File: src/logic/pool_consts.svh
/*
 * Average pooling engine constants
 * Image and pool geometry, output resolution and the widths derived from them
 */
`ifndef POOL_CONSTS_SVH
`define POOL_CONSTS_SVH

// Input image side in pixels
`define POOL_IMG_SIDE 16

// Pool side is a power of two so that n*n divides by shifting
`define POOL_N 4

// Bits per output pixel
`define POOL_OUT_RES 8

`define POOL_OUT_SIDE (`POOL_IMG_SIDE / `POOL_N)
`define POOL_COUNT (`POOL_OUT_SIDE * `POOL_OUT_SIDE)
`define POOL_IDX_W ((`POOL_COUNT > 1) ? $clog2(`POOL_COUNT) : 1)
`define POOL_AREA (`POOL_N * `POOL_N)

// Needs to hold the full count of an all-ones pool
`define POOL_ONES_W $clog2(`POOL_AREA + 1)

`endif

File: src/logic/pool_pkg.sv
/*
 * Average pooling package
 * Vector types for images, pools and pixels, and the sequencer states
 */
`default_nettype none

`include "pool_consts.svh"

package pool_pkg;

    // Flat input image with pixel (r,c) at bit r*side+c
    typedef logic [`POOL_IMG_SIDE*`POOL_IMG_SIDE-1:0] image_t;

    // Pixels of one pool in row-major order
    typedef logic [`POOL_AREA-1:0] pool_bits_t;

    // Pool number counted row-major over the output image
    typedef logic [`POOL_IDX_W-1:0] pool_idx_t;

    typedef logic [`POOL_ONES_W-1:0] ones_t;

    typedef logic [`POOL_OUT_RES-1:0] avg_pixel_t;

    // Flat output image with pixel k at bits k*res upward
    typedef logic [`POOL_COUNT*`POOL_OUT_RES-1:0] out_image_t;

    typedef enum logic [1:0] {
        seq_idle,
        seq_average,
        seq_drain
    } seq_state_t;

endpackage

`default_nettype wire

File: src/logic/pool_sequencer_fsm.sv
/*
 * Pool sequencer
 * Starts a frame, steps through all pools and waits for the last write
 */
`timescale 1ns/1ps
`default_nettype none

module pool_sequencer_fsm (
    input  logic clk,
    input  logic reset,
    input  logic en,
    input  logic start,
    input  logic last_pool,
    input  logic done,
    output logic count_en,
    output logic count_clear,
    output logic issue
);

    pool_pkg::seq_state_t state;
    pool_pkg::seq_state_t state_next;

    always_ff @(posedge clk) begin
        if (reset) begin
            state <= pool_pkg::seq_idle;
        end else if (en) begin
            state <= state_next;
        end
    end

    always_comb begin
        state_next = state;
        case (state)
            pool_pkg::seq_idle: begin
                if (start) begin
                    state_next = pool_pkg::seq_average;
                end
            end
            pool_pkg::seq_average: begin
                if (last_pool) begin
                    state_next = pool_pkg::seq_drain;
                end
            end
            pool_pkg::seq_drain: begin
                // Hold off a new start until the buffer has written the frame
                if (done) begin
                    state_next = pool_pkg::seq_idle;
                end
            end
            default: state_next = pool_pkg::seq_idle;
        endcase
    end

    assign count_en    = (state == pool_pkg::seq_average);
    assign issue       = (state == pool_pkg::seq_average);
    assign count_clear = (state == pool_pkg::seq_idle);

endmodule

`default_nettype wire

File: config.mk
export PLATFORM = sky130hd
export DESIGN_NAME = pool_sequencer_fsm
export DESIGN_NICKNAME = d
export VERILOG_FILES = /design/src/logic/pool_pkg.sv /design/src/logic/pool_sequencer_fsm.sv
export VERILOG_INCLUDE_DIRS = /design/src /design/src/logic
export SDC_FILE = /design/constraint.sdc
export NUM_CORES = 1
export LEC_CHECK = 0
export BUFFER_PORTS_ARGS = -buffer_cell sky130_fd_sc_hd__buf_4
export CORE_AREA = 4 4 41 43
export DETAILED_ROUTE_END_ITERATION = 8
export DIE_AREA = 0 0 45 47
export PLACE_DENSITY = 0.3
export SETUP_SLACK_MARGIN = 0.5
export SLEW_MARGIN = 20
export SYNTH_ARGS = -nofsm -noshare
export SYNTH_HDL_FRONTEND = slang
export SYNTH_SLANG_ARGS = --single-unit
File: constraint.sdc
create_clock -name clk -period 1.3 [get_ports clk]
set_clock_uncertainty 0.1 [all_clocks]
set_input_delay 0.195 -clock clk [delete_from_list [all_inputs] [get_ports clk]]
set_output_delay 0.195 -clock clk [all_outputs]
set_load 0.01 [all_outputs]
==> results of run 1 <==
cells by family after synthesis:
family          synth area share
buf+inv                   0.0625
compound gates             0.167
simple gates               0.438
flops                      0.333
timing repair:
item                       4_1_cts  5_1_grt
buffers inserted                 2        0
pin swaps                        2        1
setup endpoints to repair        5        5
gates resized for setup          5        1
final timing paths:
kind	start	end	slack [ns]	depth (start not counted)
worst max-delay path	state[0]$_SDFFE_PP0P_	issue	0.04	3
worst min-delay path	reset	state[0]$_SDFFE_PP0P_	0.04	2
worst max register to register	state[0]$_SDFFE_PP0P_	state[0]$_SDFFE_PP0P_	0.09	3
worst min register to register	state[1]$_SDFFE_PP0P_	state[0]$_SDFFE_PP0P_	0.47	2
per-stage QoR:
stage | hold WS, ns | area, um2
after floorplan | 0.164 | 126
after CTS | 0.0274 | 251
after detailed placement | 0.285 | 201
final | 0.0404 | 255
after global routing | 0.0343 | 255
after global placement | 0.290 | 201
cells in the final DEF, fill, tap and decap left out:
cell type,instances
buf_6,3
o21ai_2,1
a31oi_1,1
or3b_1,1
buf_4,8
nand4b_1,1
and2b_2,1
nor2b_1,1
dfxtp_2,2
o2bb2ai_1,1
clkbuf_4,3
nand2b_1,1
or4bb_1,1
nor2_1,1
synth_stat cells, drive strengths merged:
cell     number
dfxtp         2
a31oi         1
and2b         1
buf           1
nand2b        1
nand4b        1
nor2          1
nor2b         1
o21ai         1
o2bb2ai       1
or3b          1
or4bb         1
metal layers:
metal,track usage,vias up,routed length [um]
met5,0,-,0
met4,0.0702,0,0
met3,0.0115,0,37
met2,0.0508,7,155
met1,0.0609,61,159
li1,-,74,-
power by group through the flow:
stage	clock network (mW)	logic (mW)	registers (mW)
2_1_floorplan	0	0.0231	0.0698
3_3_place_gp	0	0.0511	0.0700
3_5_place_dp	0	0.0504	0.0697
4_1_cts	0.157	0.0642	0.0690
5_1_grt	0.166	0.0717	0.0693
6_report	0.143	0.0649	0.0689
worst max-delay path, stage by stage, from the launching register on:
cell     delay (ns)
dfxtp_2        0.31
buf_6          0.11
and2b_2        0.20
buf_6          0.12
cell type report:
| type | count | share of cell area |
|---|---|---|
| repair buffers | 11 | 0.368 |
| multi-input cells | 10 | 0.304 |
| flip-flops and latches | 2 | 0.167 |
| clock buffers | 3 | 0.0882 |
| well taps | 15 | 0.0735 |
==> results.ini, run 1 <==
[pwr]
pwr_density_cell_mw_per_mm2 = 1080
p_leak_nw = 0.111
ir_drop_mv = 0.200
total_power_mw = 0.277
clkPwrFrac = 0.517
power.internal_mw = 0.211
seqPwrFrac = 0.249
switching_share = 0.238
p_sw_mw = 0.0659
share_comb_of_total_power = 0.234

[yosys]
synth_top_area_frac = 0.333
yosysWarnings = 0
synth_top_area_cell = dfxtp_1
avgSynthCellArea_um2 = 9.24
synth-seq-cells = 2
synthesis.nets = 19
ys_seq_area_frac = 0.333
syn-cell-area_um2 = 120
synth.distinct_cells = 12
ys_top_cells_by_area = dfxtp_1 33%, or4bb_1 9.4%, nand4b_1 7.3%, o2bb2ai_1 7.3%, or3b_1 7.3%
synth_cells = 13

[sta]
slew_headroom = 0.919
worst_slack_ns = 0.0428
fmax_ghz = 0.795
setup_viol = 0
slew_violations = 0
period_needed_ns = 1.26
rsz0062_at_grt = yes
worst_pin_slew_ns = 0.121
fin_crit_sh = 0.967
fin_setup_tns_ns = 0
finalHoldViolCount = 0

[grt]
antenna_found_initial = 0
grtUsageTotal = 0.0473
grt_pass1_wl_um = 621
grt_pass1_vias = 160
grt_max_degree = 7
grt_overflow = 0

[placed_design]
gp_congestion = 0.705
hpwl_um = 273
dp_slack_ns = 0.163
dp.cells = 36
io_buffers = 8

[detailed_routing]
post_drt_wl_per_cell_um = 8.61
vias = 142
route.detailed.drc = 0
drt-initial-drc-count = 1
firstDrtPassIters = 2
viasPerCell = 3.46
wirelength_um = 353
ant_nets = 0

[clock_tree]
clk_latency_ns = 0.23
numCtsBuffers = 3
cts_max_level = 1
path_clk_slew_ns = 0.03
hold_buffers = 0
cts_tree = done
clockBufferDepth = 2
cts.sinks = 2
clockRootBuffer = clkbuf_4

[floorplan]
die_x_um = 45
core_mm2 = 0.00130
design.portCount = 9
rows = 13
start_util = 0.0923
dieArea_mm2 = 0.00212
die_h_um = 47

[layout]
reg.largest.list = state x2
multi_input_area_um2 = 77.6
area_growth_pct = 113
seq_area_um2 = 42.5
layout-drive-gt1-share = 0.692
n_antenna_cell = 0
largest_reg_flops = 2
n_fill_cell = 149
fin_util = 0.196
regMostFlops = state
nets = 34
final_cells = 41

[worst_setup_path]
critPathMaxFanout = 3
cp.arrival_ns = 0.96
crit_path_start_kind = register
critPathCaptureType = primary output
path_class = reg -> out
critPathRequiredTime_ns = 1.00

[status]
status = finished, final reports clean

[worst_hold_path]
hold_path.class = in -> reg

[run]
maxCapViolations = 0

No activity file was read; power rests on OpenSTA's default activity.
==> run 2, diff against run 1 <==
==> constraint.sdc (replaced) <==
create_clock -name clk -period 1.3 [get_ports clk]
set_clock_uncertainty 0.1 [all_clocks]
set_input_delay 0.13 -clock clk [delete_from_list [all_inputs] [get_ports clk]]
set_output_delay 0.13 -clock clk [all_outputs]
set_load 0.01 [all_outputs]
==> run 2 against run 1 <==
The run now ends with negative hold slack left. Sequential cell count is the same. Critical path depth is the same. Combinational power grew 11%. Critical path type unchanged. Critical endpoint unchanged. Largest cell class unchanged. Largest power group unchanged.
==> results.ini, run 2 (synthesis results as in run 1) <==
[status]
status = finished, violations left
violations = negative hold slack

[clock_tree]
cts.sinks = 2
clockBufferDepth = 2
cts_max_level = 1
path_clk_slew_ns = 0.03
clk_latency_ns = 0.22
clockRootBuffer = clkbuf_4
cts_tree = done
numCtsBuffers = 3

[worst_setup_path]
critPathMaxFanout = 3
critPathRequiredTime_ns = 1.07
crit_path_start = state[0]$_SDFFE_PP0P_
critPathCaptureType = primary output
r2r_start = state[0]$_SDFFE_PP0P_
r2r.worst_path.cells = 3
crit_path_start_kind = register
crit_path_end = issue
ff2ff_setup_slack_ns = 0.10
cp.arrival_ns = 0.98
path_class = reg -> out
rr_endpoint = state[0]$_SDFFE_PP0P_

[sta]
slew_headroom = 0.919
setup_viol = 0
whs_ns = -0.0205
fmax_ghz = 0.829
fin_crit_sh = 0.928
period_needed_ns = 1.21
rsz0062_at_grt = yes
fin_setup_tns_ns = 0
slew_violations = 0
worst_pin_slew_ns = 0.121
finalHoldViolCount = 2

[placed_design]
io_buffers = 8
gp_congestion = 0.705
hpwl_um = 273
dp.cells = 36

[layout]
largest_reg_flops = 2
area_growth_pct = 125
final_cells = 41
layout-drive-gt1-share = 0.731
final_cell_mix = 6 x buf_4, 5 x buf_6, 3 x clkbuf_4
n_antenna_cell = 0
layout_commonest_cell = buf_4
nets = 34
seq_area_um2 = 42.5
reg.largest.list = state x2
multi_input_area_um2 = 85.1
regMostFlops = state
n_fill_cell = 146

[detailed_routing]
post_drt_wl_per_cell_um = 8.83
viasPerCell = 3.46
dr.max_layer_used = met3
firstDrtPassIters = 2
route.detailed.drc = 0
wl_met1_um = 164
wl_met2_um = 159
wirelength_um = 362
drt-initial-drc-count = 1
ant_nets = 0
dr_wl_met3_um = 37
vias = 142

[pwr]
clkPwrFrac = 0.496
p_sw_mw = 0.0662
pwr_density_cell_mw_per_mm2 = 1040
switching_share = 0.235
power.internal_mw = 0.216
total_power_mw = 0.282
ir_drop_mv = 0.212
p_leak_nw = 0.116
share_comb_of_total_power = 0.256
seqPwrFrac = 0.248

[run]
maxCapViolations = 0

[floorplan]
dieArea_mm2 = 0.00212
start_util = 0.0923
die_h_um = 47
rows = 13
core_mm2 = 0.00130
design.portCount = 9
die_x_um = 45

[grt]
antenna_found_initial = 0
grt_pass1_wl_um = 648
grt_max_degree = 7
grtUsageTotal = 0.0489
grt_pass1_vias = 167
grt_overflow = 0

[worst_hold_path]
hold_path.class = in -> reg

==> run 2: worst max-delay path, stage by stage (launching register included) <==
cell and delay, ns:
dfxtp_2 0.32, buf_6 0.12, and2b_2 0.20, buf_6 0.12
==> run 2: per-stage QoR <==
stage                     hold slack, ns  setup slack, ns  area (um2)   util
final                            -0.0205           0.0942         270  0.208
after global placement             0.225            0.149         201  0.155
after detailed placement           0.220            0.163         201  0.155
after global routing             -0.0228           0.0387         270  0.208
after floorplan                   0.0994            0.223         126      -
after CTS                        -0.0376           0.0819         255  0.196
==> run 2: worst min path at each step <==
stage / startpoint / to / slack [ns] / cells after the start
after floorplan: reset / state[0]$_SDFFE_PP0P_ / 0.1 / 1
after detailed placement: reset / state[0]$_SDFFE_PP0P_ / 0.22 / 2
after global placement: reset / state[1]$_SDFFE_PP0P_ / 0.22 / 2
after CTS: reset / state[0]$_SDFFE_PP0P_ / -0.04 / 2
after global routing: reset / state[0]$_SDFFE_PP0P_ / -0.02 / 2
final: reset / state[0]$_SDFFE_PP0P_ / -0.02 / 2
==> run 2: power by group through the flow <==
stage / clock, mW / combinational [mW] / sequential, mW
floorplan: 0 / 0.0231 / 0.0698
global placement: 0 / 0.0511 / 0.0700
detailed placement: 0 / 0.0504 / 0.0697
CTS: 0.157 / 0.0657 / 0.0695
global route: 0.159 / 0.0791 / 0.0703
finish: 0.140 / 0.0722 / 0.0699
==> run 2: area by class of cell <==
type / instances / share of cell area
clock buffer: 3 / 0.0833
multi-input combinational: 10 / 0.315
sequential: 2 / 0.157
tap: 15 / 0.0694
timing repair buffer: 11 / 0.375
==> run 2: repair_timing <==
action,in CTS,in global routing
pin swaps,2,1
endpoints found under the setup margin,5,5
hold endpoints to repair,2,2
cloned,0,0
buffers inserted,2,0
gates resized for setup,6,4
==> run 2: routing by layer <==
layer / GRT usage / up-vias
li1: - / 74
met1: 0.0609 / 61
met5: 0 / -
met2: 0.0565 / 7
met4: 0.0702 / 0
met3: 0.0115 / 0
