===== config.mk =====
export PLATFORM = sky130hd
export DESIGN_NAME = pool_gather
export DESIGN_NICKNAME = d
export VERILOG_FILES = /design/src/logic/pool_pkg.sv /design/src/logic/pool_gather.sv
export VERILOG_INCLUDE_DIRS = /design/src /design/src/logic
export SDC_FILE = /design/constraint.sdc
export NUM_CORES = 1
export LEC_CHECK = 0
export BUFFER_PORTS_ARGS = -buffer_cell sky130_fd_sc_hd__buf_4
export CORE_AREA = 2 2 108 110
export DETAILED_ROUTE_END_ITERATION = 16
export DIE_AREA = 0 0 110 112
export GPL_ROUTABILITY_DRIVEN = 0
export GPL_TIMING_DRIVEN = 0
export PLACE_DENSITY = 0.56
export RECOVER_POWER = 100
export SLEW_MARGIN = 20
export SYNTH_ARGS = -nofsm -noshare
export SYNTH_HDL_FRONTEND = slang
export SYNTH_SLANG_ARGS = --single-unit

===== constraint.sdc =====
create_clock -name vclk -period 3.4
set_input_delay 0.17 -clock vclk [all_inputs]
set_output_delay 0.17 -clock vclk [all_outputs]
set_load 0.01 [all_outputs]

===== src/logic/pool_consts.svh =====
/*
 * Average pooling engine constants
 * Image and pool geometry, output resolution and the widths derived from them
 */
`ifndef POOL_CONSTS_SVH
`define POOL_CONSTS_SVH

// Input image side in pixels
`define POOL_IMG_SIDE 16

// Pool side is a power of two so that n*n divides by shifting
`define POOL_N 4

// Bits per output pixel
`define POOL_OUT_RES 8

`define POOL_OUT_SIDE (`POOL_IMG_SIDE / `POOL_N)
`define POOL_COUNT (`POOL_OUT_SIDE * `POOL_OUT_SIDE)
`define POOL_IDX_W ((`POOL_COUNT > 1) ? $clog2(`POOL_COUNT) : 1)
`define POOL_AREA (`POOL_N * `POOL_N)

// Needs to hold the full count of an all-ones pool
`define POOL_ONES_W $clog2(`POOL_AREA + 1)

`endif


===== src/logic/pool_pkg.sv =====
/*
 * Average pooling package
 * Vector types for images, pools and pixels, and the sequencer states
 */
`default_nettype none

`include "pool_consts.svh"

package pool_pkg;

    // Flat input image with pixel (r,c) at bit r*side+c
    typedef logic [`POOL_IMG_SIDE*`POOL_IMG_SIDE-1:0] image_t;

    // Pixels of one pool in row-major order
    typedef logic [`POOL_AREA-1:0] pool_bits_t;

    // Pool number counted row-major over the output image
    typedef logic [`POOL_IDX_W-1:0] pool_idx_t;

    typedef logic [`POOL_ONES_W-1:0] ones_t;

    typedef logic [`POOL_OUT_RES-1:0] avg_pixel_t;

    // Flat output image with pixel k at bits k*res upward
    typedef logic [`POOL_COUNT*`POOL_OUT_RES-1:0] out_image_t;

    typedef enum logic [1:0] {
        seq_idle,
        seq_average,
        seq_drain
    } seq_state_t;

endpackage

`default_nettype wire


===== src/logic/pool_gather.sv =====
/*
 * Pool gather
 * Picks the n x n pixels of the indexed pool out of the flat image
 */
`timescale 1ns/1ps
`default_nettype none

`include "pool_consts.svh"

module pool_gather (
    input  pool_pkg::image_t     image,
    input  pool_pkg::pool_idx_t  index,
    output pool_pkg::pool_bits_t pool_bits
);

    int pool_row;
    int pool_col;

    // Output row and column of the pool
    assign pool_row = int'(index) / `POOL_OUT_SIDE;
    assign pool_col = int'(index) % `POOL_OUT_SIDE;

    always_comb begin
        int img_row;
        int img_col;
        pool_bits = '0;
        for (int k = 0; k < `POOL_N; k++) begin
            for (int l = 0; l < `POOL_N; l++) begin
                img_row = pool_row * `POOL_N + k;
                img_col = pool_col * `POOL_N + l;
                pool_bits[k*`POOL_N + l] = image[img_row*`POOL_IMG_SIDE + img_col];
            end
        end
    end

endmodule

`default_nettype wire


==> results.md, run 1 <==
Cells and area:
- Registers take 0 um^2.
- The repair_antennas step left the layout with diodes totalling 0.
- Counting the clock-network buffers in the layout gives 0.
- The top cell types in the final layout, fill and taps aside, are buf_4, mux4_2, a22oi_1.
- The sequential cell count is 0.
- The count of fill cells added during filler insertion is 1171.
- At the end of the flow, the number of nets in the layout was 673.
- The layout cell share with drive strength beyond 1 is 79.3%.
- The library cell used most frequently in the layout, excluding fill and tap cells, is buf_4.
- The area growth from synthesis to final layout is 113%.

Synth:
- Summed over all instances, the cell type with the most area after synthesis is mux4_2.
- The cell area after technology mapping is 1930 um^2.
- The net count of the mapped netlist is 397.
- For this run, the register share of the synthesized area comes to 0%.
- The number of different library cells used by synthesis comes to 11.
- In this run the biggest area consumer among cell types represents 62.9% of the synthesized area.
- The per-instance average area after synthesis is 14.1 um^2.
- The yosys synthesis warning count is 0.
- The cell count after synthesis came out at 137.
- After synthesis, the cell types taking the most area are mux4_2, mux4_1, a22oi_1.

Detailed routing:
- The average detailed-routed wire length per instance is 21.1 um.
- In the routed design, unresolved DRC markers number 0.
- For this block, the routed nets add up to 11700 um of wire.
- The first routing iteration left 132 violations.
- Before antenna repair, the detailed router went through 4 iterations.
- The number of routed nets with antenna violations is 0.
- The detailed-route vias per instance is 4.81.
- The detailed router placed 2664 vias in this run.

Floorplan:
- The die covers 12300 um^2.
- The effective utilization at floorplan is 17.3%.
- The number of placement rows is 39.
- Measured along the y axis, the die boundary spans 112 um.
- The die boundary width is 110 um.
- 276 I/O pins were placed.
- The floorplan core area is 11200 um^2.

Pwr:
- Summing internal, switching and leakage power gives 524 uW.
- Summed over all nets, the switching power comes to 178 uW.
- In this run, flip-flops and latches consume 0% of the power.
- The portion of total power attributed to combinational logic is 100.0%.
- IR analysis of the VDD net gives a maximum drop of 0.0000485 V.
- In this run, the clock network consumes 0% of the power.
- The net switching share of the total power is 34.1%.
- The total power divided by cell area is 127 nW/um^2.
- In this run the static leakage power is 0.00192 uW.
- The internal power of the cells totals 345 uW.

Status:
- The flow ran to the end, and the final reports show no timing, DRC or antenna violations.

STA:
- Subtracting the final worst setup slack from the clock period gives 2.33 ns.
- Setup repair after global routing left no endpoint under its margin.
- The number of hold violations in the final report is 0.
- The final-report max-slew violation count is 0.
- Of the available clock period, the critical path in the final layout requires 68.5%.
- Setup violations remaining at the end of the flow were counted as 0.
- The tightest slew margin relative to the limit is 47.9%.
- At the pin with the least slew margin, the transition time is 0.781 ns.
- The maximum operating frequency is 0.429 GHz.
- Summed over all failing endpoints, the final setup total negative slack is 0 ns.

Critical path:
- The setup path with the least slack is of type in2out.
- The maximum fanout along the worst path is 10.
- STA classifies the critical path startpoint as an input port.
- The required arrival time at the worst endpoint is 3.23 ns.
- The critical path arrival is 2.16 ns.
- The kind of capture point of the worst setup path is an output pin.

GRT:
- The leftover overflow at the end of global routing is 0.
- The maximum number of pins on one net before global-route repair is 11.
- The initial antenna violation count came to 0.
- The wire length of the first global-routing pass is 16700 um.
- The number of global-route vias before repair came to 3054.
- Across every metal layer, demand over resource in global routing totals 17.9%.

Job:
- The max-capacitance violation count is 0.

Clock tree:
- After clock tree synthesis, the repair step resized 0 gates.
- Hold repair after CTS inserted 0 buffers.
- After clock tree synthesis, the setup repair step added 0 buffers.

Placement:
- The sum of net half-perimeters after detailed placement is 10500 um.
- During placement, the flow inserted port buffers numbering 274.

Worst hold path:
- The min-delay analysis places its worst path in the category in2out.
==> cells in the mapped netlist <==
cell      count
nand2_1      16
nor2b_1       2
mux4_2       54
buf_2         6
buf_6         4
a22oi_1      32
nor2_1        1
clkbuf_1      7
buf_4         4
mux4_1       10
and2_1        1
==> per-stage QoR <==
stage	utilization [%]	cells	cell area, um^2	setup WS [ns]	hold slack [ns]
floorplan	-	137	1930	1.93	0.675
global placement	37.3	554	4170	1.29	0.850
detailed placement	37.3	554	4170	1.26	0.843
CTS	37.3	554	4170	1.25	0.843
global route	36.8	554	4110	0.870	0.893
finish	36.8	554	4110	1.07	0.860
==> path summary, 6_finish.rpt <==
kind                    from             to  slack [ns]  cells past startpoint
setup / recovery    index[1]   pool_bits[1]        1.07                      6
hold / removal    image[255]  pool_bits[15]        0.86                      5
==> layer usage <==
layer  part of all wire, %  vias to the layer above  routed length [um]  global-route usage (%)
met5                     0                        -                   0                       0
met4                  0.32                        0                  37                   0.506
met3                   9.5                        4                1110                    2.69
met2                    53                      164                6240                    33.9
met1                    37                     1291                4300                    22.2
li1                      -                     1205                   -                       -
==> critical path, stage by stage <==
cell	delay, ns
clkbuf_1	0.40
clkbuf_1	0.63
mux4_2	0.40
a22oi_1	0.30
nand2_1	0.10
clkbuf_1	0.15
==> power groups by stage <==
stage / Sequential, uW / Clock, uW / Combinational (uW)
3_3_place_gp: 0 / 0 / 541
5_1_grt: 0 / 0 / 563
6_report: 0 / 0 / 524
4_1_cts: 0 / 0 / 552
2_1_floorplan: 0 / 0 / 229
3_5_place_dp: 0 / 0 / 551
==> cells by family (layout without fill, tap and decap cells) <==
logic type             after synthesis  count (layout)  share of synthesized area (%)
AOI/OAI and AO/OA                   32              32                           12.4
buffers and inverters               21             295                           6.80
muxes                               64              64                           76.5
and+or+nand+nor                     20              20                           4.27
==> area by class of cell <==
| type | count | area (um^2) | area share [%] |
|---|---|---|---|
| buffer | 21 | 128 | 3.11 |
| multi-input combinational | 116 | 1800 | 43.8 |
| tap | 143 | 179 | 4.35 |
| timing repair buffer | 274 | 2000 | 48.7 |
Note: power is estimated with default switching activity, not from simulation.
==> run 2: changes to the inputs <==
--- a/config.mk
+++ b/config.mk
@@ -6,13 +6,14 @@
 export SDC_FILE = /design/constraint.sdc
 export NUM_CORES = 1
 export LEC_CHECK = 0
+export ABC_AREA = 1
 export BUFFER_PORTS_ARGS = -buffer_cell sky130_fd_sc_hd__buf_4
-export CORE_AREA = 2 2 108 110
+export CORE_AREA = 2 2 106 108
 export DETAILED_ROUTE_END_ITERATION = 16
-export DIE_AREA = 0 0 110 112
+export DIE_AREA = 0 0 108 110
 export GPL_ROUTABILITY_DRIVEN = 0
 export GPL_TIMING_DRIVEN = 0
-export PLACE_DENSITY = 0.56
+export PLACE_DENSITY = 0.71
 export RECOVER_POWER = 100
 export SLEW_MARGIN = 20
 export SYNTH_ARGS = -nofsm -noshare
==> constraint.sdc (replaced) <==
create_clock -name vclk -period 2.3
set_input_delay 0.115 -clock vclk [all_inputs]
set_output_delay 0.115 -clock vclk [all_outputs]
set_load 0.01 [all_outputs]
==> run 2 against run 1 <==
Against the previous run: design area is 32% higher; worst setup slack worse by 0.69 ns; sequential share of layout area stayed put; utilization is 14 points higher; first-iteration DRC count grew to 3.3 times the previous value; total power is 90% higher; via count is 100% higher; combinational power is 90% higher; hold slack worse by 0.19 ns; wire length is 50% higher; global-route usage is 9.9 points higher; final cell count is 110% higher.
==> results.md, run 2 <==
Detailed routing:
- The DRC violations left is 0.
- The number of DRC markers in iteration 0 is 439.
- Dividing the detail-routed wire length by the instance count gives 14.7 um.
- The first detailed-routing pass took 7 iterations.
- The detailed-route vias per instance is 4.52.
- The total routed wirelength is 17500 um.
- Once detail routing completed, the nets flagged for antenna violations numbered 0.
- Detailed routing inserted a total of 5380 vias.

Floorplan:
- The number of placement rows is 38.
- The die covers 11900 um^2.
- In this run the vertical extent of the chip is 110 um.
- For this configuration, the core starts out at a cell density of 30.5%.
- The number of top-level design ports is 276.
- The floorplan core area is 10700 um^2.
- The die boundary width is 108 um.

Cells and area:
- The sequential cell area is 0 um^2.
- The post-route netlist has 28.7% of its cells at a drive strength greater than 1.
- The final layout contains 1311 nets.
- The sequential cell count is 0.
- The number of clock buffers in the layout is 0.
- The finished cells cover 5440 um^2.
- The diode insertion count for antenna repair is 0.
- The footprint of the multi-input gates is 2220 um^2.
- Leaving out fill and tap cells, the most frequent cell in the layout is nand2_1.
- The top cell types in the final layout, fill and taps aside, are nand2_1, buf_4, inv_1.
- The area growth from synthesis to layout is 66.6%.
- The count of fill cells added during filler insertion is 1257.

Worst hold path:
- The type of the tightest min-delay check is in2out.

Pwr:
- The design internal power is 495 uW.
- The largest vdd supply drop is 0.0000703 V.
- The sequential group share of total power is 0%.
- For this design the ratio of total power to cell area is 183 nW/um^2.
- The switching power is 499 uW.
- The power share of the clock group is 0%.
- Net switching is 50.2% of the power.
- The total leakage power is 0.00373 uW.
- The total power consumption of the routed design is 994 uW.
- The portion of total power attributed to combinational logic is 100.0%.

Synth:
- Of the total synthesized cell area, the portion taken by XOR and XNOR cells is 0%.
- The share of synthesized area spent on multiplexers is 0%.
- The synthesized netlist devotes 0% of its cell area to adder and majority cells.
- The net count of the mapped netlist is 1035.
- For this run, the register share of the synthesized area comes to 0%.
- The compound-gate portion of the synthesized area is 0%.
- The top cell type's share of synthesized area is 38.6%.
- By area, the combinational part of the netlist is dominated by simple AND/OR/NAND/NOR gates.
- In the post-synthesis netlist, the biggest area contributors are nand2_1, nand3_1, inv_1.
- During synthesis, Yosys emitted a total of 0 warnings.
- The most frequent cell after synthesis is nand2_1.
- The instance count of the mapped netlist is 775.
- By count the netlist is led by nand2_1, inv_1, nand3_1.
- Summing the areas of all and, or, nand and nor instances in the mapped netlist gives 68.0% of the synthesized area.
- The cell area after technology mapping is 3270 um^2.
- The library cell occupying the most area in the post-synthesis netlist is nand2_1.
- The per-instance average area after synthesis is 4.22 um^2.
- After synthesis, the netlist uses 9 different library cells.

Critical path:
- The maximum fanout along the worst path is 10.
- The critical path's largest stage delay is 0.50 ns.
- STA puts the critical path data arrival time at 1.80 ns.
- The cell type with the highest occurrence count on the critical path is nand3_1.
- The worst setup path is of the in2out kind.
- The required arrival time at the worst endpoint is 2.18 ns.
- STA classifies the critical path endpoint as an output pin.
- The critical path crosses 8 cells after its start point.
- The worst setup path is launched from an input port.
- The kind of cell with the highest combined delay on the critical path is buffers and inverters.
- The end point of the critical path is pool_bits[7].
- The critical path contains buffers and inverters numbering 4 combined.
- The worst setup path startpoint is index[1].
- The cell type of the slowest stage on the worst timing path is clkbuf_1.
- Traced cell by cell, the critical path runs through buf_4, inv_1, clkbuf_1, nand3_1, nand3_1, nand3_1, nand2_1, clkbuf_1.

Clock tree:
- Hold repair after CTS inserted 0 buffers.
- The number of instances resized during post-cts repair is 0.
- The number of buffers inserted to repair setup after CTS is 0.

Job:
- Max-cap violations in this run came to 0.

STA:
- The number of hold violations in the final report is 0.
- The smallest setup slack after layout is 0.383 ns.
- Summed over all failing endpoints, the final setup total negative slack is 0 ns.
- At the pin with the least slew margin, the transition time is 0.637 ns.
- The final hold slack is 0.666 ns.
- Timing would allow up to 0.522 GHz.
- The tightest slew margin relative to the limit is 57.5%.
- The final-report setup violation count is 0.
- Setup repair after global routing left no endpoint under its margin.
- The final critical-path required period is 1.92 ns.
- The final-report max-slew violation count is 0.
- The final critical path takes up 83.3% of the cycle.

Placement:
- The number of buffers inserted by port buffering is 274.
- OpenSTA, run right after detailed placement, puts the worst setup slack at 0.601 ns.
- The sum of net half-perimeters after detailed placement is 14600 um.
- The placed instance area is 5500 um^2.

GRT:
- The maximum number of pins on one net before global-route repair is 11.
- Across every metal layer, demand over resource in global routing totals 27.8%.
- The initial antenna violation count is 0.
- The wire length of the first global-routing pass is 25500 um.
- The number of global-route vias before repair is 4862.
- The leftover overflow at the end of global routing is 0.

Status:
- The flow ran to the end, and the final reports show no timing, DRC or antenna violations.
run 2: layout make-up:
class	instances	area share (%)
inverter	196	13.5
multi-input combinational	528	40.8
buffer	51	5.68
tap	140	3.22
timing repair buffer	274	36.8
run 2: cells by family after synthesis:
| group | Yosys count |
|---|---|
| buf+inv | 247 |
| simple gates | 528 |
run 2: how the worst min path moves through the flow:
stage	from	to	slack [ns]	cells past startpoint
finish	index[3]	pool_bits[6]	0.67	4
global placement	index[3]	pool_bits[1]	0.66	4
detailed placement	index[3]	pool_bits[6]	0.67	4
floorplan	index[3]	pool_bits[14]	0.52	3
global route	index[3]	pool_bits[6]	0.69	4
CTS	index[3]	pool_bits[6]	0.67	4
run 2: worst min-delay path, stage by stage:
cell,delay [ns]
buf_2,0.15
nand3_1,0.09
nand2_1,0.05
clkbuf_1,0.14
run 2: layer usage:
layer	up-vias	part of all wire (%)	GRT usage [%]
li1	2821	-	-
met1	2273	40	34.7
met2	262	48	51.1
met3	24	10	4.59
met4	0	2.1	4.40
met5	-	0	0
run 2: power groups by stage:
stage / clock network (uW) / logic, uW / registers (uW)
final: 0 / 994 / 0
after global routing: 0 / 1100 / 0
after CTS: 0 / 1020 / 0
after detailed placement: 0 / 1010 / 0
after global placement: 0 / 1010 / 0
after floorplan: 0 / 467 / 0
run 2: metrics by stage:
stage	util (%)	std cells
finish	50.9	1189
global route	50.9	1189
CTS	51.4	1189
detailed placement	51.4	1189
global placement	51.4	1189
floorplan	-	775
