<file path="config.mk">
export PLATFORM = sky130hd
export DESIGN_NAME = output_buffer_flat
export DESIGN_NICKNAME = d
export VERILOG_FILES = /design/src/logic/pool_pkg.sv /design/src/logic/avg_result_if.sv /design/src/logic/output_buffer.sv /design/src/flat_wrapper.sv
export VERILOG_INCLUDE_DIRS = /design/src /design/src/logic
export SDC_FILE = /design/constraint.sdc
export NUM_CORES = 1
export LEC_CHECK = 0
export BUFFER_PORTS_ARGS = -buffer_cell sky130_fd_sc_hd__buf_2
export CAP_MARGIN = 20
export CELL_PAD_IN_SITES_DETAIL_PLACEMENT = 1
export CELL_PAD_IN_SITES_GLOBAL_PLACEMENT = 1
export CORE_ASPECT_RATIO = 2
export CORE_MARGIN = 2
export CORE_UTILIZATION = 40
export DETAILED_ROUTE_END_ITERATION = 6
export GPL_TIMING_DRIVEN = 0
export PLACE_DENSITY = 0.78
export SYNTH_ARGS = -nofsm -noshare
export SYNTH_HDL_FRONTEND = slang
export SYNTH_SLANG_ARGS = --single-unit
export TNS_END_PERCENT = 20
</file>
<file path="constraint.sdc">
create_clock -name clk -period 2.9 [get_ports clk]
set_input_delay 0.29 -clock clk [delete_from_list [all_inputs] [get_ports clk]]
set_output_delay 0.29 -clock clk [all_outputs]
set_load 0.05 [all_outputs]
</file>
<file path="src/logic/pool_consts.svh">
/*
 * Average pooling engine constants
 * Image and pool geometry, output resolution and the widths derived from them
 */
`ifndef POOL_CONSTS_SVH
`define POOL_CONSTS_SVH

// Input image side in pixels
`define POOL_IMG_SIDE 16

// Pool side is a power of two so that n*n divides by shifting
`define POOL_N 4

// Bits per output pixel
`define POOL_OUT_RES 8

`define POOL_OUT_SIDE (`POOL_IMG_SIDE / `POOL_N)
`define POOL_COUNT (`POOL_OUT_SIDE * `POOL_OUT_SIDE)
`define POOL_IDX_W ((`POOL_COUNT > 1) ? $clog2(`POOL_COUNT) : 1)
`define POOL_AREA (`POOL_N * `POOL_N)

// Needs to hold the full count of an all-ones pool
`define POOL_ONES_W $clog2(`POOL_AREA + 1)

`endif

</file>
<file path="src/logic/pool_pkg.sv">
/*
 * Average pooling package
 * Vector types for images, pools and pixels, and the sequencer states
 */
`default_nettype none

`include "pool_consts.svh"

package pool_pkg;

    // Flat input image with pixel (r,c) at bit r*side+c
    typedef logic [`POOL_IMG_SIDE*`POOL_IMG_SIDE-1:0] image_t;

    // Pixels of one pool in row-major order
    typedef logic [`POOL_AREA-1:0] pool_bits_t;

    // Pool number counted row-major over the output image
    typedef logic [`POOL_IDX_W-1:0] pool_idx_t;

    typedef logic [`POOL_ONES_W-1:0] ones_t;

    typedef logic [`POOL_OUT_RES-1:0] avg_pixel_t;

    // Flat output image with pixel k at bits k*res upward
    typedef logic [`POOL_COUNT*`POOL_OUT_RES-1:0] out_image_t;

    typedef enum logic [1:0] {
        seq_idle,
        seq_average,
        seq_drain
    } seq_state_t;

endpackage

`default_nettype wire

</file>
<file path="src/logic/avg_result_if.sv">
/*
 * Averaged pixel link
 * One pooled result with its index and end-of-frame mark
 */
`timescale 1ns/1ps
`default_nettype none

interface avg_result_if;

    logic                   valid;
    pool_pkg::pool_idx_t    index;
    pool_pkg::avg_pixel_t   value;
    // Set on the final pool of a frame
    logic                   last;

    modport producer (
        output valid,
        output index,
        output value,
        output last
    );

    modport consumer (
        input valid,
        input index,
        input value,
        input last
    );

endinterface

`default_nettype wire

</file>
<file path="src/logic/output_buffer.sv">
/*
 * Output buffer
 * Writes averaged pixels into the flat output image and flags frame end
 */
`timescale 1ns/1ps
`default_nettype none

`include "pool_consts.svh"

module output_buffer (
    input  logic                 clk,
    input  logic                 reset,
    input  logic                 en,
    avg_result_if.consumer       res,
    output pool_pkg::out_image_t output_pixels,
    output logic                 done
);

    logic done_q;

    always_ff @(posedge clk) begin
        if (reset) begin
            output_pixels <= '0;
        end else if (en && res.valid) begin
            // Other slots keep the previous frame until overwritten
            output_pixels[int'(res.index)*`POOL_OUT_RES +: `POOL_OUT_RES] <= res.value;
        end
    end

    always_ff @(posedge clk) begin
        if (reset) begin
            done_q <= 1'b0;
        end else if (en) begin
            done_q <= res.valid && res.last;
        end
    end

    // Pulse shows on the next enabled cycle only
    assign done = done_q && en;

endmodule

`default_nettype wire

</file>
<file path="src/flat_wrapper.sv">
// flat-port wrapper written by rule: the top's interface ports become plain ports
module output_buffer_flat 
  (clk, reset, en, output_pixels, done, res_valid, res_index, res_value, res_last);
  avg_result_if res_i ();
  input  logic clk;
  input  logic reset;
  input  logic en;
  output pool_pkg::out_image_t output_pixels;
  output logic done;
  input wire logic [$bits(res_i.valid)-1:0] res_valid;
  input wire logic [$bits(res_i.index)-1:0] res_index;
  input wire logic [$bits(res_i.value)-1:0] res_value;
  input wire logic [$bits(res_i.last)-1:0] res_last;
  assign res_i.valid = res_valid;
  assign res_i.index = res_index;
  assign res_i.value = res_value;
  assign res_i.last = res_last;
  output_buffer u_core (.clk(clk), .reset(reset), .en(en), .res(res_i), .output_pixels(output_pixels), .done(done));
endmodule
</file>
==> flow_summary.toml, run 1 <==
[yosys]
synth_area_per_cell_sq_um = 10.0
synth_area_leaders = "dfxtp_1 46%, mux2i_1 20%, nand2b_1 8.2%, nand3b_1 3.1%, nor2_1 3.0%"
ys_seq_area_share_pct = 46.2
synth_top_area_share_pct = 46.2
ys_top_cells_by_count = "129 x dfxtp_1, 110 x mux2i_1, 73 x nand2b_1"
synth.most_common_cell = "dfxtp_1"
synth.largest_area_cell = "dfxtp_1"
synth_edf_count = 0
synth_seq_cells = 129
syn_area_sq_um = 5590
ys.flop_type = "dfxtp_1"
syn-num-nets = 577
yosysWarningCount = 0
synth_cell_types = 43
syn_inst = 558
synth_async_sr_flop_share_pct = 0

[placement]
gp_congestion = 0.864
pre_cts_ws_ns = -0.495
hpwl_mm = 13.8
port_buffers = 137

[routing]
dr.first_iter.drc_count = 173
dr_wl_met2_mm = 10.7
wl_per_cell_um = 20.6
drt_pass1_iterations = 4
viasPerCell = 5.23
ant_nets = 0
via_count = 4793
met1_length_mm = 6.50
wirelength_mm = 18.8
drc = 0
top_layer = "met4"
dr_wl_met3_um = 780

[floorplan]
start_util_pct = 40.5
die_w_um = 87.6
num_io_pins = 146
core_area_sq_um = 13800
dieArea_sq_um = 15000
num_rows = 61
die_h_um = 171

[clock_tree]
clk_pin_slew_ns = 0.06
htreeDepth = 4
clk_latency_ns = 0.42
cts.sinks = 129
clockRootBuffer = "clkbuf_16"
tritoncts = "done"
cts_buffers = 17
clock_path_buffers = 2

[worst_setup_path]
required_ns = 3.24
reg2reg_depth = 3
regToRegEndpoint = "u_core.output_pixels[121]"
path_delay_family = "buffers and inverters"
slowest_delay_ns = 0.40
start_kind = "input pin"
crit_arrival_ns = 3.09
crit_path_end_kind = "flip-flop"
crit_top_cell = "clkbuf_1"
crit_buf_inv = 4
path_max_fanout = 10
timing.rr.start = "u_core.output_pixels[121]"
reg2reg_slack_ns = 2.07
critPathKind = "input pin to flip-flop"
path_cells = "buf_2 > clkbuf_1 > clkbuf_2 > nor3_1 > ha_1 > nand3b_1 > a21oi_2 > clkbuf_1 > nand4_1 > a21oi_1"
critPathSlowestCell = "ha_1"

[global_route]
grt_use_total_pct = 25.3
grt_overflow_total = 0
grt_pass1_wl_mm = 28.6
antenna_found_initial = 0
first_global_vias = 5153
grt_max_degree = 17

[finish]
drive_above_1_share_pct = 28.3
n_fill_cell = 1580
multiInputGateArea_sq_um = 2850
nNetsFinal = 734
diodes = 0
syn_to_final_growth_pct = 27.9
seqCellArea_sq_um = 2580

[min_path]
worstHoldPathType = "input pin to flip-flop"
hold_path_end = "u_core.done_q"
holdCritStartpoint = "res_last"
min_path_cells = 3

[sta]
post-route-period-util_pct = 94.8
fin_crit_ns = 2.75
setup_viol = 0
hold_viol_final = 0
skew_ns = 0
tightest_slew_ns = 0.903
tns_ns = 0
fmax_ghz = 0.364
fin_ws_ns = 0.151
maxSlewViolCount = 0
rsz0062_at_grt = "no"
maxSlewHeadroom_pct = 39.4

[run]
cap_violations = 0

[outcome]
status = "finished, final reports clean"

[pwr]
p_leak_nw = 3.60
ir_worst_vdd_uv = 527
p_total_mw = 4.27
power_per_cell_area_nw_per_um2 = 598
==> through the flow <==
| stage | instances | instance area (sq um) | hold WS (ns) | utilization (%) |
|---|---|---|---|---|
| 5_1_grt | 916 | 7150 | 0.155 | 51.8 |
| 2_1_floorplan | 558 | 5590 | 0.434 | - |
| 4_1_cts | 915 | 7130 | 0.151 | 51.6 |
| 3_5_place_dp | 884 | 6510 | 0.467 | 47.1 |
| 6_report | 916 | 7150 | 0.158 | 51.8 |
| 3_3_place_gp | 884 | 6510 | 0.456 | 47.1 |
==> cell usage in the layout (no fill, tap or decap), types with 8 or more instances in the layout <==
master	synthesis	layout
nor2b_1	8	8
a21oi_1	14	12
buf_2	2	139
and2_1	11	11
dfxtp_1	129	129
nand2_1	14	14
nor2_1	44	44
mux2i_1	110	110
nand3b_1	23	23
clkbuf_16	0	17
nand3_1	21	21
nand2b_1	73	73
and3_1	9	9
o21ai_0	14	14
clkbuf_1	26	25
==> report_power, final <==
| part | switching (mW) | internal (mW) |
|---|---|---|
| registers | 0.00249 | 1.78 |
| logic | 0.207 | 0.0833 |
| clock network | 0.810 | 1.39 |
| total | 1.02 | 3.25 |
==> metal layers <==
layer / GRT usage, % / up-vias
li1: - / 2242
met1: 24.5 / 2335
met2: 48.5 / 155
met3: 4.99 / 61
met4: 13.0 / 0
met5: 0 / -
==> worst max-delay path by stage <==
stage	endpoint	slack, ns	from	cells after the start
after floorplan	u_core.output_pixels[72]	0.26	res_index[0]	9
after global placement	u_core.output_pixels[119]	-0.39	res_index[0]	10
after detailed placement	u_core.output_pixels[118]	-0.49	res_index[0]	10
after CTS	u_core.output_pixels[76]	0.05	res_index[0]	9
after global routing	u_core.output_pixels[127]	0.03	res_index[0]	10
final	u_core.output_pixels[115]	0.15	res_index[0]	10
==> final cells by class <==
type / instances / share of cell area [%]
clock buffer: 19 / 6.33
buffer: 35 / 2.08
timing repair buffer: 138 / 9.87
sequential: 129 / 36.1
clock inverter: 12 / 2.20
multi-input combinational: 390 / 39.9
inverter: 4 / 0.210
tap: 189 / 3.31
==> cell families after synthesis <==
family / after synthesis / share of synthesized area, %
adders and majority gates: 2 / 0.448
xor gates and xnor gates: 2 / 0.313
buffers and inverters: 39 / 2.91
and+or+nand+nor: 240 / 26.6
AOI/OAI and AO/OA: 34 / 3.40
DFF: 129 / 46.2
muxes: 112 / 20.1
==> sequential cells by signal, indices dropped and copies added, names as in the netlist <==
name,count
u_core.output_pixels,128
u_core.done_q,1
==> worst register-to-register path, cell delays in order (launching register included) <==
cell     delay (ns)
dfxtp_1        0.37
nor2b_1        0.15
o21ai_0        0.11
o41ai_1        0.09
==> what timing repair did <==
item | in CTS | in global routing
buffers inserted | 0 | 1
gates resized for setup | 2 | 2
endpoints found under the setup margin | 9 | 47
hold buffers | 0 | 0
pin swaps | 1 | 1
Power figures use the tool's default switching activity.
==> run 2: changes to the inputs <==
- ABC_AREA: not set -> 1
- CORE_UTILIZATION: 40 -> 36
- PLACE_DENSITY: 0.78 -> 0.77
==> run 2 against run 1 <==
Against the previous run:
- final cell count grew 28%
- clock power grew 2%
- worst setup slack gained 0.48 ns
- non-clock buffer count grew 2
- synthesized cell count grew 44%
- flip-flop and latch count is the same
- global-route usage shrank 0.89 points
- first-iteration DRC count shrank 1.2%
- combinational power grew 51%
- maximum frequency grew 21%
- clock skew is the same
- utilization shrank 4.5 points
==> flow_summary.toml, run 2 <==
[outcome]
status = "finished, final reports clean"

[yosys]
ys_top_cells_by_count = "291 x nor2_1, 129 x dfxtp_1, 123 x nand2_1"
syn_inst = 804
synth_edf_count = 0
synth_area_per_cell_sq_um = 6.76
synth.most_common_cell = "nor2_1"
syn_area_sq_um = 5430
synth_top_area_share_pct = 47.5
syn-num-nets = 823
ys.flop_type = "dfxtp_1"
synth_seq_cells = 129
synth_area_leaders = "dfxtp_1 48%, nor2_1 20%, nand2_1 8.5%, o21ai_0 7.6%, inv_1 4.8%"
yosysWarningCount = 0
synth_async_sr_flop_share_pct = 0
synth_cell_types = 23
ys_seq_area_share_pct = 47.5
synth.largest_area_cell = "dfxtp_1"

[finish]
layout_commonest_cell = "nor2_1"
instances_no_fill = 1174
n_fill_cell = 2034
regMostFlops = "u_core.output_pixels"
drive_above_1_share_pct = 21.9
diodes = 0
top_regs = "u_core.output_pixels: 128 flops, u_core.done_q: 1 flops"
nNetsFinal = 986
final_cell_mix = "291 x nor2_1, 156 x buf_2, 129 x dfxtp_1, 123 x nand2_1, 82 x o21ai_0"
syn_to_final_growth_pct = 29.0
largest_reg_flops = 128

[routing]
viasPerCell = 4.81
drc = 0
wirelength_mm = 19.4
ant_nets = 0
drt_pass1_iterations = 5
via_count = 5652
wl_per_cell_um = 16.6
dr.first_iter.drc_count = 171

[global_route]
busiest_layer = "met2"
met1_usage_pct = 22.4
grt_pass1_wl_mm = 30.0
grt_max_degree = 17
grt_use_total_pct = 24.4
grtUsageMet3_pct = 4.08
grt_overflow_total = 0
grt_use_met2_pct = 49.8
first_global_vias = 5724
antenna_found_initial = 0

[sta]
tns_ns = 0
maxSlewHeadroom_pct = 44.4
skew_ns = 0
rsz0062_at_grt = "no"
setup_viol = 0
fin_crit_ns = 2.27
tightest_slew_ns = 0.827
maxSlewViolCount = 0
hold_viol_final = 0
fmax_ghz = 0.441
post-route-period-util_pct = 78.3

[worst_setup_path]
crit_arrival_ns = 2.58
required_ns = 3.21
crit_path_end_kind = "flip-flop"
start_kind = "input pin"
path_max_fanout = 10
critPathKind = "input pin to flip-flop"
reg2reg_depth = 2

[min_path]
min_path_cells = 3
worstHoldPathType = "input pin to flip-flop"

[placement]
port_buffers = 144
gp_congestion = 0.901
hpwl_mm = 15.1
numPlacedInstances = 1143

[floorplan]
core_area_sq_um = 14800
die_h_um = 178
start_util_pct = 36.7
num_io_pins = 146
dieArea_sq_um = 16200
num_rows = 63
die_w_um = 90.9

[clock_tree]
cts.sinks = 129
tritoncts = "done"
clock_path_buffers = 2
post_cts_buffers = 0
clk_pin_slew_ns = 0.06
clk_latency_ns = 0.42
clockRootBuffer = "clkbuf_16"
cts_buffers = 17
htreeDepth = 4
ctsResizeCount = 0
hold_buffers = 0

[pwr]
power_per_cell_area_nw_per_um2 = 641
ir_worst_vdd_uv = 403
p_leak_nw = 3.68

[run]
cap_violations = 0
==> run 2: cell count changes in the layout (fill, tap and decap cells not counted), moves of 13 or more <==
cell / previous run / this run
nor3_1: 3 / 16
mux2i_1: 110 / 0
inv_1: 4 / 69
buf_2: 139 / 156
nand2_1: 14 / 123
nor2_1: 44 / 291
nand3b_1: 23 / 1
nand2b_1: 73 / 0
o21ai_0: 14 / 82
==> run 2: metrics by stage <==
stage / instance area [sq um] / setup WS [ns] / total power, mW / hold slack, ns / utilization [%]
final: 7010 / 0.630 / 4.49 / 0.131 / 47.3
after CTS: 7010 / 0.644 / 4.52 / 0.127 / 47.3
after detailed placement: 6400 / 0.221 / 2.29 / 0.459 / 43.2
after global placement: 6400 / 0.236 / 2.28 / 0.455 / 43.2
after global routing: 7010 / 0.453 / 4.63 / 0.159 / 47.3
after floorplan: 5430 / 0.739 / 2.14 / 0.359 / -
==> run 2: final cells by class <==
| type | count | area [sq um] | share of cell area, % |
|---|---|---|---|
| flip-flops and latches | 129 | 2580 | 36.8 |
| multi-input cells | 567 | 2430 | 34.6 |
| repair buffers | 144 | 721 | 10.3 |
| clock buffers | 19 | 453 | 6.46 |
| inverters | 77 | 289 | 4.12 |
| well taps | 195 | 244 | 3.48 |
| clock inverters | 12 | 158 | 2.25 |
| plain buffers | 31 | 135 | 1.93 |
==> run 2: worst paths after layout <==
kind                                                start                   endpoint  slack [ns]
worst min-delay path                             res_last              u_core.done_q        0.13
worst max register to register  u_core.output_pixels[121]  u_core.output_pixels[121]        2.16
worst max-delay path                         res_index[0]   u_core.output_pixels[62]        0.63
worst min register to register   u_core.output_pixels[95]   u_core.output_pixels[95]        0.47
==> run 2: critical path, cell delays in order <==
cell	delay, ns
clkbuf_1	0.29
buf_2	0.28
nor3_1	0.09
ha_1	0.27
buf_2	0.19
nand3_1	0.17
nor2_2	0.28
nand2_1	0.29
o21ai_0	0.36
nor2_1	0.07
==> run 2: power by group <==
part           switching (mW)  internal [mW]  leakage (nW)
Combinational           0.346         0.0940          2.35
Sequential             0.0135           1.80          1.04
Clock                   0.847           1.40         0.292
Total                    1.21           3.29          3.68
==> run 2: routing by layer <==
metal  wire [um]  vias to the layer above
met5           0                        -
met4         830                        0
met3         695                       51
met2       11300                      162
met1        6600                     2627
li1            -                     2812
==> run 2: cells by family (layout without fill, tap and decap cells) <==
kind of cell	after synthesis	after routing	synth area share, %
XOR/XNOR	1	1	0.299
adder cells (fa/ha/maj)	2	2	0.460
flip-flops	129	129	47.5
AO/OA/AOI/OAI	92	92	8.54
AND/OR/NAND/NOR	472	472	35.4
buffers and inverters	108	283	7.81
